## src/rtl/commit_pkg.sv

```systemverilog
`default_nettype none

package commit_pkg;

    // --------------------------------------------------
    // widths
    // --------------------------------------------------
    localparam int COMMIT_WIDTH = 2;
    localparam int AREG_W       = 5;
    localparam int WORD_W       = 32;

    typedef logic [WORD_W-1:0] word_t;
    typedef logic [AREG_W-1:0] areg_t;

    // --------------------------------------------------
    // ROB head entry
    // --------------------------------------------------
    // memory side of one slot, resolved by the LSU before commit
    typedef struct packed {
        logic       is_load;
        logic       is_store;
        logic       uncached;
        logic       hit;
        // victim block chosen for refill is dirty
        logic       dirty;
        word_t      paddr;
        word_t      victim_addr;
        word_t      wdata;
        logic [3:0] strb;
    } mem_op_t;

    typedef struct packed {
        logic    valid;
        logic    w_reg;
        areg_t   w_areg;
        word_t   w_data;
        mem_op_t mem;
    } commit_slot_t;

    // one ARF write port
    typedef struct packed {
        logic  we;
        areg_t areg;
        word_t data;
    } arf_write_t;

endpackage

`default_nettype wire

```

## src/rtl/mem_pkg.sv

```systemverilog
`default_nettype none

package mem_pkg;

    // --------------------------------------------------
    // block geometry
    // --------------------------------------------------
    localparam int BLOCK_WORDS = 4;
    // byte offset inside one block
    localparam int BLOCK_OFS_W = 4;
    // beat counter, one wider than a word index
    localparam int PTR_W       = 3;

    // --------------------------------------------------
    // request types
    // --------------------------------------------------
    // data cache port, read data comes back one cycle later
    typedef struct packed {
        logic              valid;
        logic              write;
        commit_pkg::word_t addr;
        commit_pkg::word_t wdata;
        logic [3:0]        strb;
        // whole-word write of a refill
        logic              refill;
    } cache_req_t;

    // one bus beat
    typedef struct packed {
        commit_pkg::word_t addr;
        logic              write;
        commit_pkg::word_t wdata;
        logic [3:0]        strb;
    } bus_req_t;

    // --------------------------------------------------
    // load/store FSM
    // --------------------------------------------------
    typedef enum logic [2:0] {
        S_NORMAL,
        S_CACHE_RD,
        S_BUS_WB,
        S_BUS_RD,
        S_CACHE_WR,
        S_UNCACHED,
        S_DONE
    } ls_state_e;

    // which response the block buffer takes in
    typedef enum logic {
        SRC_CACHE,
        SRC_BUS
    } block_src_e;

endpackage

`default_nettype wire

```

## src/rtl/commit_select.sv

```systemverilog
`default_nettype none

module commit_select (
    input  commit_pkg::commit_slot_t [commit_pkg::COMMIT_WIDTH-1:0] slots_i,
    input  logic                                                    busy_i,
    input  logic                                                    done_i,
    input  commit_pkg::word_t                                       load_data_i,
    output logic                                                    start_o,
    output logic [1:0]                                              commit_request_o,
    output commit_pkg::arf_write_t [commit_pkg::COMMIT_WIDTH-1:0]   arf_wr_o
);
    import commit_pkg::*;

    logic [COMMIT_WIDTH-1:0] is_mem;
    // slot 0 present and the FSM idle
    logic                    free0;
    // slot 0 retires without the FSM
    logic                    fast_ok;

    always_comb begin
        for (int i = 0; i < COMMIT_WIDTH; i++) begin
            is_mem[i] = slots_i[i].mem.is_load | slots_i[i].mem.is_store;
        end
    end

    assign free0   = slots_i[0].valid & ~busy_i;
    assign fast_ok = ~is_mem[0] | (slots_i[0].mem.hit & ~slots_i[0].mem.uncached);

    // miss or uncached op goes to the FSM instead
    assign start_o = free0 & ~fast_ok;

    // --------------------------------------------------
    // commit decision
    // --------------------------------------------------
    assign commit_request_o[0] = (free0 & fast_ok) | done_i;
    // dual commit only for two plain ALU-type slots
    assign commit_request_o[1] = free0 & slots_i[1].valid & ~is_mem[0] & ~is_mem[1];

    // --------------------------------------------------
    // ARF write ports
    // --------------------------------------------------
    always_comb begin
        arf_wr_o = '0;
        for (int i = 0; i < COMMIT_WIDTH; i++) begin
            arf_wr_o[i].we   = commit_request_o[i] & slots_i[i].w_reg;
            arf_wr_o[i].areg = slots_i[i].w_areg;
            arf_wr_o[i].data = slots_i[i].w_data;
        end
        // end of a miss or uncached access, loads take the fetched word
        if (done_i) begin
            arf_wr_o[0].we   = slots_i[0].w_reg & slots_i[0].mem.is_load;
            arf_wr_o[0].data = load_data_i;
        end
    end

endmodule

`default_nettype wire

```

## src/rtl/block_buffer.sv

```systemverilog
`default_nettype none

module block_buffer (
    input  logic                         clk,
    input  logic                         rst_n,
    input  logic                         clear_i,
    input  logic                         capture_i,
    input  mem_pkg::block_src_e          src_i,
    input  commit_pkg::word_t            cache_rdata_i,
    input  commit_pkg::word_t            bus_rdata_i,
    input  logic                         advance_i,
    input  logic [1:0]                   word_sel_i,
    output logic [mem_pkg::PTR_W-1:0]    ptr_o,
    output logic                         last_o,
    output commit_pkg::word_t            word_o,
    output commit_pkg::word_t            sel_word_o
);
    import commit_pkg::*;
    import mem_pkg::*;

    word_t            words [BLOCK_WORDS];
    logic [PTR_W-1:0] ptr_q;
    logic [1:0]       idx;

    assign idx = ptr_q[1:0];

    // beat pointer, clear wins over advance
    always_ff @(posedge clk) begin
        if (!rst_n) begin
            ptr_q <= '0;
        end else if (clear_i) begin
            ptr_q <= '0;
        end else if (advance_i) begin
            ptr_q <= ptr_q + 1'b1;
        end
    end

    // word store, written at the current beat
    always_ff @(posedge clk) begin
        if (capture_i) begin
            words[idx] <= (src_i == SRC_BUS) ? bus_rdata_i : cache_rdata_i;
        end
    end

    assign ptr_o      = ptr_q;
    assign last_o     = (ptr_q == PTR_W'(BLOCK_WORDS - 1));
    // writeback or refill data
    assign word_o     = words[idx];
    // load result
    assign sel_word_o = words[word_sel_i];

endmodule

`default_nettype wire

```

## src/rtl/miss_fsm.sv

```systemverilog
`default_nettype none

module miss_fsm (
    input  logic                        clk,
    input  logic                        rst_n,
    input  logic                        start_i,
    input  logic                        commit_i,
    input  commit_pkg::mem_op_t         mem_i,
    output mem_pkg::cache_req_t         cache_req_o,
    output mem_pkg::bus_req_t           bus_req_o,
    output logic                        bus_req_valid_o,
    input  logic                        bus_req_ready_i,
    input  logic                        bus_resp_valid_i,
    input  commit_pkg::word_t           buf_word_i,
    input  logic [mem_pkg::PTR_W-1:0]   buf_ptr_i,
    input  logic                        buf_last_i,
    output logic                        buf_clear_o,
    output logic                        buf_capture_o,
    output mem_pkg::block_src_e         buf_src_o,
    output logic                        buf_advance_o,
    output logic [1:0]                  buf_sel_o,
    output logic                        busy_o,
    output logic                        done_o,
    output logic                        hit_store_o
);
    import commit_pkg::*;
    import mem_pkg::*;

    ls_state_e        state_q;
    ls_state_e        state_d;
    mem_op_t          mem_q;
    // bus beat accepted, response still outstanding
    logic             pend_q;
    // cache read sent last cycle, data arrives now
    logic             rd_pend_q;
    logic             rd_issue;
    logic [PTR_W-1:0] rd_idx;

    // word address of beat idx inside the block of base
    function automatic word_t beat_addr(
        input word_t                  base,
        input logic [BLOCK_OFS_W-3:0] idx
    );
        beat_addr = {base[WORD_W-1:BLOCK_OFS_W], idx, 2'b00};
    endfunction

    // next read runs one beat ahead of the capture pointer
    assign rd_idx = buf_ptr_i + PTR_W'(rd_pend_q);

    // hit store retiring in S_NORMAL
    assign hit_store_o = (state_q == S_NORMAL) & commit_i & mem_i.is_store;

    assign busy_o    = (state_q != S_NORMAL);
    assign done_o    = (state_q == S_DONE);
    // uncached word always sits in buffer word 0
    assign buf_sel_o = mem_q.uncached ? 2'b00 : mem_q.paddr[BLOCK_OFS_W-1:2];

    // --------------------------------------------------
    // next state and request generation
    // --------------------------------------------------
    always_comb begin
        state_d         = state_q;
        cache_req_o     = '0;
        bus_req_o       = '0;
        bus_req_valid_o = 1'b0;
        buf_clear_o     = 1'b0;
        buf_capture_o   = 1'b0;
        buf_src_o       = SRC_BUS;
        buf_advance_o   = 1'b0;
        rd_issue        = 1'b0;

        case (state_q)
            S_NORMAL: begin
                if (hit_store_o) begin
                    cache_req_o.valid = 1'b1;
                    cache_req_o.write = 1'b1;
                    cache_req_o.addr  = mem_i.paddr;
                    cache_req_o.wdata = mem_i.wdata;
                    cache_req_o.strb  = mem_i.strb;
                end
                if (start_i) begin
                    buf_clear_o = 1'b1;
                    if (mem_i.uncached) begin
                        state_d = S_UNCACHED;
                    end else if (mem_i.dirty) begin
                        state_d = S_CACHE_RD;
                    end else begin
                        state_d = S_BUS_RD;
                    end
                end
            end

            S_CACHE_RD: begin
                buf_src_o     = SRC_CACHE;
                buf_capture_o = rd_pend_q;
                buf_advance_o = rd_pend_q;
                if (rd_pend_q && buf_last_i) begin
                    buf_clear_o = 1'b1;
                    state_d     = S_BUS_WB;
                end else begin
                    rd_issue         = 1'b1;
                    cache_req_o.valid = 1'b1;
                    cache_req_o.addr  = beat_addr(mem_q.victim_addr, rd_idx[1:0]);
                end
            end

            S_BUS_WB: begin
                bus_req_valid_o = ~pend_q;
                bus_req_o.addr  = beat_addr(mem_q.victim_addr, buf_ptr_i[1:0]);
                bus_req_o.write = 1'b1;
                bus_req_o.wdata = buf_word_i;
                bus_req_o.strb  = '1;
                if (bus_resp_valid_i) begin
                    buf_advance_o = 1'b1;
                    if (buf_last_i) begin
                        buf_clear_o = 1'b1;
                        state_d     = S_BUS_RD;
                    end
                end
            end

            S_BUS_RD: begin
                bus_req_valid_o = ~pend_q;
                bus_req_o.addr  = beat_addr(mem_q.paddr, buf_ptr_i[1:0]);
                if (bus_resp_valid_i) begin
                    buf_capture_o = 1'b1;
                    buf_advance_o = 1'b1;
                    if (buf_last_i) begin
                        buf_clear_o = 1'b1;
                        state_d     = S_CACHE_WR;
                    end
                end
            end

            // one refill word per cycle
            S_CACHE_WR: begin
                cache_req_o.valid  = 1'b1;
                cache_req_o.write  = 1'b1;
                cache_req_o.refill = 1'b1;
                cache_req_o.addr   = beat_addr(mem_q.paddr, buf_ptr_i[1:0]);
                cache_req_o.wdata  = buf_word_i;
                cache_req_o.strb   = '1;
                buf_advance_o      = 1'b1;
                if (buf_last_i) begin
                    state_d = S_DONE;
                end
            end

            S_UNCACHED: begin
                bus_req_valid_o = ~pend_q;
                bus_req_o.addr  = mem_q.paddr;
                bus_req_o.write = mem_q.is_store;
                bus_req_o.wdata = mem_q.wdata;
                bus_req_o.strb  = mem_q.strb;
                if (bus_resp_valid_i) begin
                    buf_capture_o = 1'b1;
                    state_d       = S_DONE;
                end
            end

            S_DONE: begin
                // cached store merges into the refilled block
                if (mem_q.is_store && !mem_q.uncached) begin
                    cache_req_o.valid = 1'b1;
                    cache_req_o.write = 1'b1;
                    cache_req_o.addr  = mem_q.paddr;
                    cache_req_o.wdata = mem_q.wdata;
                    cache_req_o.strb  = mem_q.strb;
                end
                state_d = S_NORMAL;
            end

            default: begin
                state_d = S_NORMAL;
            end
        endcase
    end

    // --------------------------------------------------
    // state registers
    // --------------------------------------------------
    always_ff @(posedge clk) begin
        if (!rst_n) begin
            state_q   <= S_NORMAL;
            pend_q    <= 1'b0;
            rd_pend_q <= 1'b0;
        end else begin
            state_q   <= state_d;
            rd_pend_q <= rd_issue;
            if (bus_resp_valid_i) begin
                pend_q <= 1'b0;
            end else if (bus_req_valid_o && bus_req_ready_i) begin
                pend_q <= 1'b1;
            end
        end
    end

    // op held for the whole sequence
    always_ff @(posedge clk) begin
        if (start_i && state_q == S_NORMAL) begin
            mem_q <= mem_i;
        end
    end

endmodule

`default_nettype wire

```

## src/rtl/commit_unit.sv

```systemverilog
`default_nettype none

module commit_unit (
    input  logic                                                    clk,
    input  logic                                                    rst_n,
    input  commit_pkg::commit_slot_t [commit_pkg::COMMIT_WIDTH-1:0] slots_i,
    output logic [1:0]                                              commit_request_o,
    output commit_pkg::arf_write_t [commit_pkg::COMMIT_WIDTH-1:0]   arf_wr_o,
    output mem_pkg::cache_req_t                                     cache_req_o,
    input  commit_pkg::word_t                                       cache_rdata_i,
    output mem_pkg::bus_req_t                                       bus_req_o,
    output logic                                                    bus_req_valid_o,
    input  logic                                                    bus_req_ready_i,
    input  logic                                                    bus_resp_valid_i,
    input  commit_pkg::word_t                                       bus_rdata_i
);
    import commit_pkg::*;
    import mem_pkg::*;

    logic             start;
    logic             busy;
    logic             done;
    word_t            load_data;
    word_t            buf_word;
    logic [PTR_W-1:0] buf_ptr;
    logic             buf_last;
    logic             buf_clear;
    logic             buf_capture;
    logic             buf_advance;
    block_src_e       buf_src;
    logic [1:0]       buf_sel;

    // --------------------------------------------------
    // commit decision and ARF ports
    // --------------------------------------------------
    commit_select u_select (
        .slots_i          (slots_i),
        .busy_i           (busy),
        .done_i           (done),
        .load_data_i      (load_data),
        .start_o          (start),
        .commit_request_o (commit_request_o),
        .arf_wr_o         (arf_wr_o)
    );

    // --------------------------------------------------
    // miss and uncached sequencing
    // --------------------------------------------------
    miss_fsm u_fsm (
        .clk              (clk),
        .rst_n            (rst_n),
        .start_i          (start),
        .commit_i         (commit_request_o[0]),
        .mem_i            (slots_i[0].mem),
        .cache_req_o      (cache_req_o),
        .bus_req_o        (bus_req_o),
        .bus_req_valid_o  (bus_req_valid_o),
        .bus_req_ready_i  (bus_req_ready_i),
        .bus_resp_valid_i (bus_resp_valid_i),
        .buf_word_i       (buf_word),
        .buf_ptr_i        (buf_ptr),
        .buf_last_i       (buf_last),
        .buf_clear_o      (buf_clear),
        .buf_capture_o    (buf_capture),
        .buf_src_o        (buf_src),
        .buf_advance_o    (buf_advance),
        .buf_sel_o        (buf_sel),
        .busy_o           (busy),
        .done_o           (done),
        .hit_store_o      ()
    );

    block_buffer u_buf (
        .clk           (clk),
        .rst_n         (rst_n),
        .clear_i       (buf_clear),
        .capture_i     (buf_capture),
        .src_i         (buf_src),
        .cache_rdata_i (cache_rdata_i),
        .bus_rdata_i   (bus_rdata_i),
        .advance_i     (buf_advance),
        .word_sel_i    (buf_sel),
        .ptr_o         (buf_ptr),
        .last_o        (buf_last),
        .word_o        (buf_word),
        .sel_word_o    (load_data)
    );

endmodule

`default_nettype wire

```

## config.mk

```make
export PLATFORM = sky130hd
export DESIGN_NAME = commit_unit
export DESIGN_NICKNAME = d
export VERILOG_FILES = /design/src/rtl/commit_pkg.sv /design/src/rtl/mem_pkg.sv /design/src/rtl/commit_select.sv /design/src/rtl/block_buffer.sv /design/src/rtl/miss_fsm.sv /design/src/rtl/commit_unit.sv
export SDC_FILE = /design/constraint.sdc
export NUM_CORES = 1
export LEC_CHECK = 0
export BUFFER_PORTS_ARGS = -buffer_cell sky130_fd_sc_hd__buf_2
export CORE_ASPECT_RATIO = 0.8
export CORE_MARGIN = 10
export CORE_UTILIZATION = 25
export DETAILED_ROUTE_END_ITERATION = 8
export SKIP_LAST_GASP = 1
export SYNTH_ARGS = -nofsm -noshare
export SYNTH_HDL_FRONTEND = slang
export SYNTH_SLANG_ARGS = --single-unit
```

## constraint.sdc

```tcl
create_clock -name clk -period 4.3 [get_ports clk]
set_input_delay 0.215 -clock clk [delete_from_list [all_inputs] [get_ports clk]]
set_output_delay 0.215 -clock clk [all_outputs]
set_load 0.02 [all_outputs]
```

==> metrics.txt, run 1 <==
unrepaired setup endpoints after global routing false; run status complete, no violations; finished layout cell area roughly 17000 sq um; average detailed-routed wire length per instance roughly 23 microns; mean number of vias per cell 5.04; Core ar. between 40000 and 50000 sq um; Min Clock Period, post-route roughly 3.5 ns; share of the synthesized area in the top cell type about 55%; share of final-layout standard cells stronger than drive strength 1 37.0%; Setup TNS 0 ns; detailed-placement wirelength estimate between 30 and 40 mm; sequential area share after synthesis 57.1%; largest voltage drop on the vdd net around 0.00024 V; All-Layer GR Usage 15.1%; initial antenna violation count 2; floorplan row count 72; number of filler cells placed in the layout roughly 4700; Worst slew margin about 21%; total via count in the routed design roughly 9900; remaining antenna violation count 0; count of buffering cells on the critical path with inverters included 2; top area cells in the synthesized netlist edfxtp_1 55%, a22o_1 6.9%, mux4_2 5.9%; EDFF count, synth 226; clock root buffer clkbuf_16; first-pass GRT wire length a little under 70 mm; initial core utilization between 20 and 30%; largest net degree at the start of global routing 71; Final Routed Wirelength about 46 mm; area of combinational cells with multiple inputs ~4600 sq um; worst min-delay path class input port to flop; power consumption approximately 8.3 mW; cell type with the largest total area after synthesis edfxtp_1; count of max-cap constraint violations 0; number of DRC markers after the initial detailed-route iteration between 700 and 800; DRC violations left 0; number of port buffers about 380; number of pins exceeding their max-slew limit in the final report 0; share of the cycle needed by the critical path after routing approximately 80%; number of global-route vias before repair between 10000 and 15000; Max H-tree Level 1; Leak Pwr ~6.9 nW; final hold viol count 0; Worst Max-Slew Pin Slew ~1.2 ns; global-route congestion overflow total 0; total setup buffers inserted after CTS 0; cell chain of the critical path nand2b_2 > buf_4 > a211oi_1 > a311oi_1 > a21o_1 > buf_2; number of standard cells in the layout, taps in and fillers out approximately 2000; Worst-Skew Late Latency roughly 0.55 ns; cell area after synthesis 12200 sq um; Critical Path Max Stage Delay a little under 0.8 ns; clock tree from TritonCTS yes; Unique masters post-synth just over 50; Initial DRT Pass Iterations 4; cell area power density about 500 nW/um^2; maximum fanout count along the critical path 37; Fmax about 290 MHz; die width between 200 and 300 microns; Setup crit end kind output pin; Final Skew between 0.009 and 0.01 ns; ys flop type edfxtp_1; type of the worst setup path flop to output pin; final layout net count about 1700; Max clock buf depth 3; worst hold slack 0.0318 ns; TritonCTS Buffers 26; placer's final routability congestion estimate 0.787; die area 58200 sq um; cell area after placement about 15000 sq um; Mapped Cells roughly 900; Largest delay share family, worst path simple AND/OR/NAND/NOR gates; clock transition at the registers of the reported paths roughly 0.06 ns; count of state elements after synthesis about 240; Mean Syn Cell Area ~14 sq um; sort of element at the start of the critical path flop; Final Setup Violations 0; TritonCTS Sinks approximately 240; warnings from Yosys 0; Data arrival, critical path 3.24 ns; share of flip-flops with an asynchronous set or reset after synthesis 0%; slowest stage cell on the critical path nand2b_2; placed cell count about 1800; synth-to-layout area growth 35.0%; overall die height about 220 microns; required time of the critical path about 4.1 ns; sequential cell area in the final layout between 6000 and 7000 sq um; I/O pins approximately 580; total nets after synthesis about 1300
worst paths after layout:
check                    from            endpoint  slack [ns]  depth (start not counted)
min           bus_rdata_i[16]  u_buf.words[1][16]        0.03                          2
min reg2reg    u_buf.ptr_o[2]      u_buf.ptr_o[2]        0.58                          2
max reg2reg  u_fsm.state_q[0]   u_buf.words[0][2]        1.47                          4
max          u_fsm.mem_q[102]        arf_wr_o[25]        0.84                          6
flip-flops by register name (all words and copies together), names as in the netlist, named ones only:
register         count
u_buf.words        128
u_fsm.rd_pend_q      1
u_buf.ptr_o          3
u_fsm.mem_q         98
u_fsm.pend_q         1
u_fsm.state_q        3
placed cells by master, fill, tap and decap left out, types with 4 or more instances in the layout:
cell,instances
a211oi_1,32
a21o_1,71
a221o_1,34
a22o_1,96
a311oi_1,33
and2_1,4
and3_1,30
buf_12,7
buf_2,383
buf_4,14
bufinv_16,5
clkbuf_1,4
clkbuf_16,27
clkinv_1,6
dfxtp_1,8
dlygate4sd3_1,105
edfxtp_1,226
ha_1,6
inv_1,6
mux2_1,32
mux4_2,32
nand2_1,75
nor2b_1,33
nor2b_4,5
nor3_1,7
report_power, final:
part	leakage [nW]	switching, mW	internal [mW]
clock network	0.438	0.960	1.44
logic	4.36	1.82	1.09
registers	2.14	0.153	2.84
timing repair:
action	CTS	global route
hold endpoints to repair	115	0
resized for setup	0	0
hold buffers	105	0
cell usage after synthesis (all sizes together) (4+ instances only):
cell type and n:
a311oi 33, buf 89, nor3 7, a221o 34
mux4 32, a211oi 32, and2 4, inv 6
nand2b 5, dfxtp 10, clkbuf 35, a21oi 4
o21ai 5, and3 33, a21o 71, nor3b 4
nand2 75, edfxtp 226, a22o 96, nor2b 38
mux2 32, ha 6
kinds of logic (layout without fill, tap and decap cells):
family / count (synthesis) / after routing / synth area share [%]
compound gates: 285 / 285 / 19.4
other cells: 0 / 3 / 0
fa+ha+maj: 6 / 6 / 0.614
mux: 65 / 65 / 8.92
buf+inv: 130 / 563 / 5.95
simple gates: 181 / 181 / 7.92
xor+xnor: 1 / 1 / 0.0716
flops: 236 / 236 / 57.1
final cells by class:
type / instances / area share (%)
antenna: 3 / 0.0455
sequential: 236 / 42.3
tap: 629 / 4.77
clock buffer: 31 / 4.18
timing repair buffer: 509 / 19.5
multi-input combinational: 538 / 27.8
inverter: 6 / 0.136
clock inverter: 17 / 1.29
per-layer routing:
| metal | vias to the layer above | routed length (microns) | share of wire [%] | global-route usage, % |
|---|---|---|---|---|
| met5 | - | 0 | 0 | 0 |
| met4 | 0 | 1330 | 2.9 | 4.48 |
| met3 | 88 | 3130 | 6.8 | 3.62 |
| met2 | 413 | 22600 | 49 | 26.4 |
| met1 | 4998 | 19100 | 41 | 18.3 |
| li1 | 4432 | - | - | - |
per-stage QoR:
step / worst slack (ns) / utilization, %
after global placement: 1.44 / 30.1
after floorplan: 0.727 / -
final: 0.842 / 34.1
after global routing: 0.570 / 34.1
after detailed placement: 1.40 / 30.1
after CTS: 0.788 / 34.1
(Power assumes the default switching activity.)
==> run 2: changes to the inputs <==
Clock period 4.3 ns to 3.1 ns, I/O delays scaled along.
==> metrics.txt, run 2 (synthesis results as in run 1) <==
Leak Pwr 7.25 nW (+4.5%); Setup TNS 0 ns (unchanged); Final Setup Violations 0 (unchanged); synth-to-layout area growth 40.6%; placed cell count 1830 (+0.94%); floorplan row count 72 (unchanged); Worst-Skew Late Latency 0.56 ns (about the same); setup slack of the most critical reg-to-reg path 0.50 ns (-0.97 ns); remaining antenna violation count 0 (unchanged); detailed-placement wirelength estimate 32.5 mm (+5.1%); share of the cycle needed by the critical path after routing between 90% and 100%; Data arrival, critical path 2.70 ns (-0.54 ns); Max clock buf depth 3 (unchanged); overall die height 218 microns (unchanged); Final Routed Wirelength 47.4 mm (+2.8%); number of DRC markers after the initial detailed-route iteration 603 (-19%); average detailed-routed wire length per instance 23.3 microns (-0.63%); Max H-tree Level 1 (unchanged); Largest Register u_buf.words; Largest delay share family, worst path compound AO/OA/AOI/OAI gates; DRC violations left 0 (unchanged); Setup crit end kind output pin; top flop regs u_buf.words: 128 flops, u_fsm.mem_q: 98 flops; TritonCTS Sinks 236 (unchanged); Final Skew 0.0142 ns (+0.00459 ns); number of filler cells placed in the layout 4638 (-1.0%); Critical Path Max Stage Delay 0.51 ns (-0.28 ns); endpoint of the worst register-to-register path u_fsm.state_q[0]; I/O pins 575 (unchanged); end point of the critical path arf_wr_o[18]; Core ar. 48400 sq um (unchanged); total via count in the routed design 10151 (+2.2%); clock tree from TritonCTS yes; die width 267 microns (unchanged); Worst slew margin 56.0% (+35 points); total setup buffers inserted after CTS 0 (unchanged); number of pins exceeding their max-slew limit in the final report 0 (unchanged); type of the worst setup path flop to output pin; unrepaired setup endpoints after global routing false; placer's final routability congestion estimate 0.814 (+3.5%); initial antenna violation count 2 (unchanged); largest net degree at the start of global routing 67 (-5.6%); maximum fanout count along the critical path 19 (-49%); Register-to-Register Path Depth 8 (+4); slowest stage cell on the critical path a311oi_1; Worst Max-Slew Pin Slew 0.653 ns (-0.538 ns); number of port buffers 383 (unchanged); clock root buffer clkbuf_16; run status complete, no violations; count of buffering cells on the critical path with inverters included 3 (+1); top library cells by usage in the layout, fill and taps aside 383 x buf_2, 226 x edfxtp_1, 157 x dlygate4sd3_1, 96 x a22o_1, 75 x nand2_1; number of global-route vias before repair 10981 (+2.4%); initial core utilization 25.3% (unchanged); most frequent standard cell in the layout excluding fill and tap cells buf_2; logic depth of the worst setup path including buffers 7 (+1); largest voltage drop on the vdd net 0.000361 V (+48%); TritonCTS Buffers 26 (unchanged); final hold viol count 0 (unchanged); sort of element at the start of the critical path flop; Util after Layout 35.5% (+1.4 points); cell area power density 679 nW/um^2 (+35%); first-pass GRT wire length 69.2 mm (+2.2%); required time of the critical path 2.94 ns (-1.15 ns); cell chain of the critical path buf_4 > nand2b_2 > buf_12 > nand2_1 > a311oi_1 > a21o_1 > buf_2; clock transition at the registers of the reported paths 0.06 ns (about the same); setup slack at placement 0.646 ns (-0.749 ns); worst min-delay path class input port to flop; least setup slack across all paths after layout 0.242 ns (-0.599 ns); mean number of vias per cell 4.98 (-1.2%); Critical path origin u_fsm.mem_q[70]; Min Clock Period, post-route between 2 and 3 ns; number of standard cells in the layout, taps in and fillers out 2037 (+3.5%); Largest register FFs 128 (unchanged); Critical R2R Launch u_buf.ptr_o[0]; share of final-layout standard cells stronger than drive strength 1 36.8% (-0.18 points); final layout net count 1748 (+4.1%); global-route congestion overflow total 0 (unchanged); All-Layer GR Usage 15.5% (+0.38 points); count of max-cap constraint violations 0 (unchanged); Fmax about 350 MHz; Initial DRT Pass Iterations 7 (+3); die area 58200 sq um (unchanged)
## run 2: cell count changes in the layout (fill, tap and decap cells not counted), sizes merged
cell,previous run,this run
clkinvlp,1,4
dlygate4sd3,105,157
clkbuf,31,30
diode,3,2
buf,404,421
bufinv,5,4
inv,7,6
## run 2: per-stage QoR
stage | hold WS [ns] | power, mW | area (sq um)
2_1_floorplan | 0.234 | 6.78 | 12200
3_3_place_gp | 0.310 | 8.24 | 14700
3_5_place_dp | 0.310 | 8.29 | 14700
4_1_cts | 0.000147 | 11.8 | 17200
5_1_grt | 0.00841 | 12.2 | 17200
6_report | 0.00769 | 11.7 | 17200
## run 2: worst min-delay path by stage
stage / startpoint / end / cells past startpoint
6_report: cache_rdata_i[15] / u_buf.words[3][15] / 2
5_1_grt: cache_rdata_i[15] / u_buf.words[3][15] / 2
4_1_cts: cache_rdata_i[15] / u_buf.words[3][15] / 2
3_3_place_gp: slots_i[255] / arf_wr_o[44] / 0
2_1_floorplan: bus_resp_valid_i / u_fsm.pend_q / 1
3_5_place_dp: slots_i[255] / arf_wr_o[44] / 0
## run 2: where the power goes
group          total, mW  leakage, nW  switching [mW]  internal (mW)
sequential          4.18         2.14           0.230           3.94
clock               3.24        0.418            1.35           1.88
combinational       4.27         4.69            2.57           1.71
total               11.7         7.25            4.15           7.53
## run 2: what timing repair did
action | CTS | global route
endpoints found under the hold margin | 211 | 0
gates resized for setup | 0 | 3
hold buffers | 157 | 0
endpoints found under the setup margin | 0 | 57
## run 2: area by class of cell
cell class              count  area [sq um]  area share [%]
multi-input cells         538          4590            26.7
repair buffers            578          3910            22.7
inverters                   6          22.5           0.131
clock inverters            18           219            1.27
flip-flops and latches    236          6990            40.7
clock buffers              30           666            3.87
well taps                 629           787            4.58
diodes                      2          5.00          0.0291
## run 2: metal layers
metal | part of all wire (%) | vias up | global-route usage [%]
met5 | 0.015 | - | 0
met4 | 4.0 | 2 | 6.15
met3 | 6.9 | 106 | 3.88
met2 | 49 | 403 | 27.1
met1 | 40 | 5072 | 18.0
li1 | - | 4568 | -
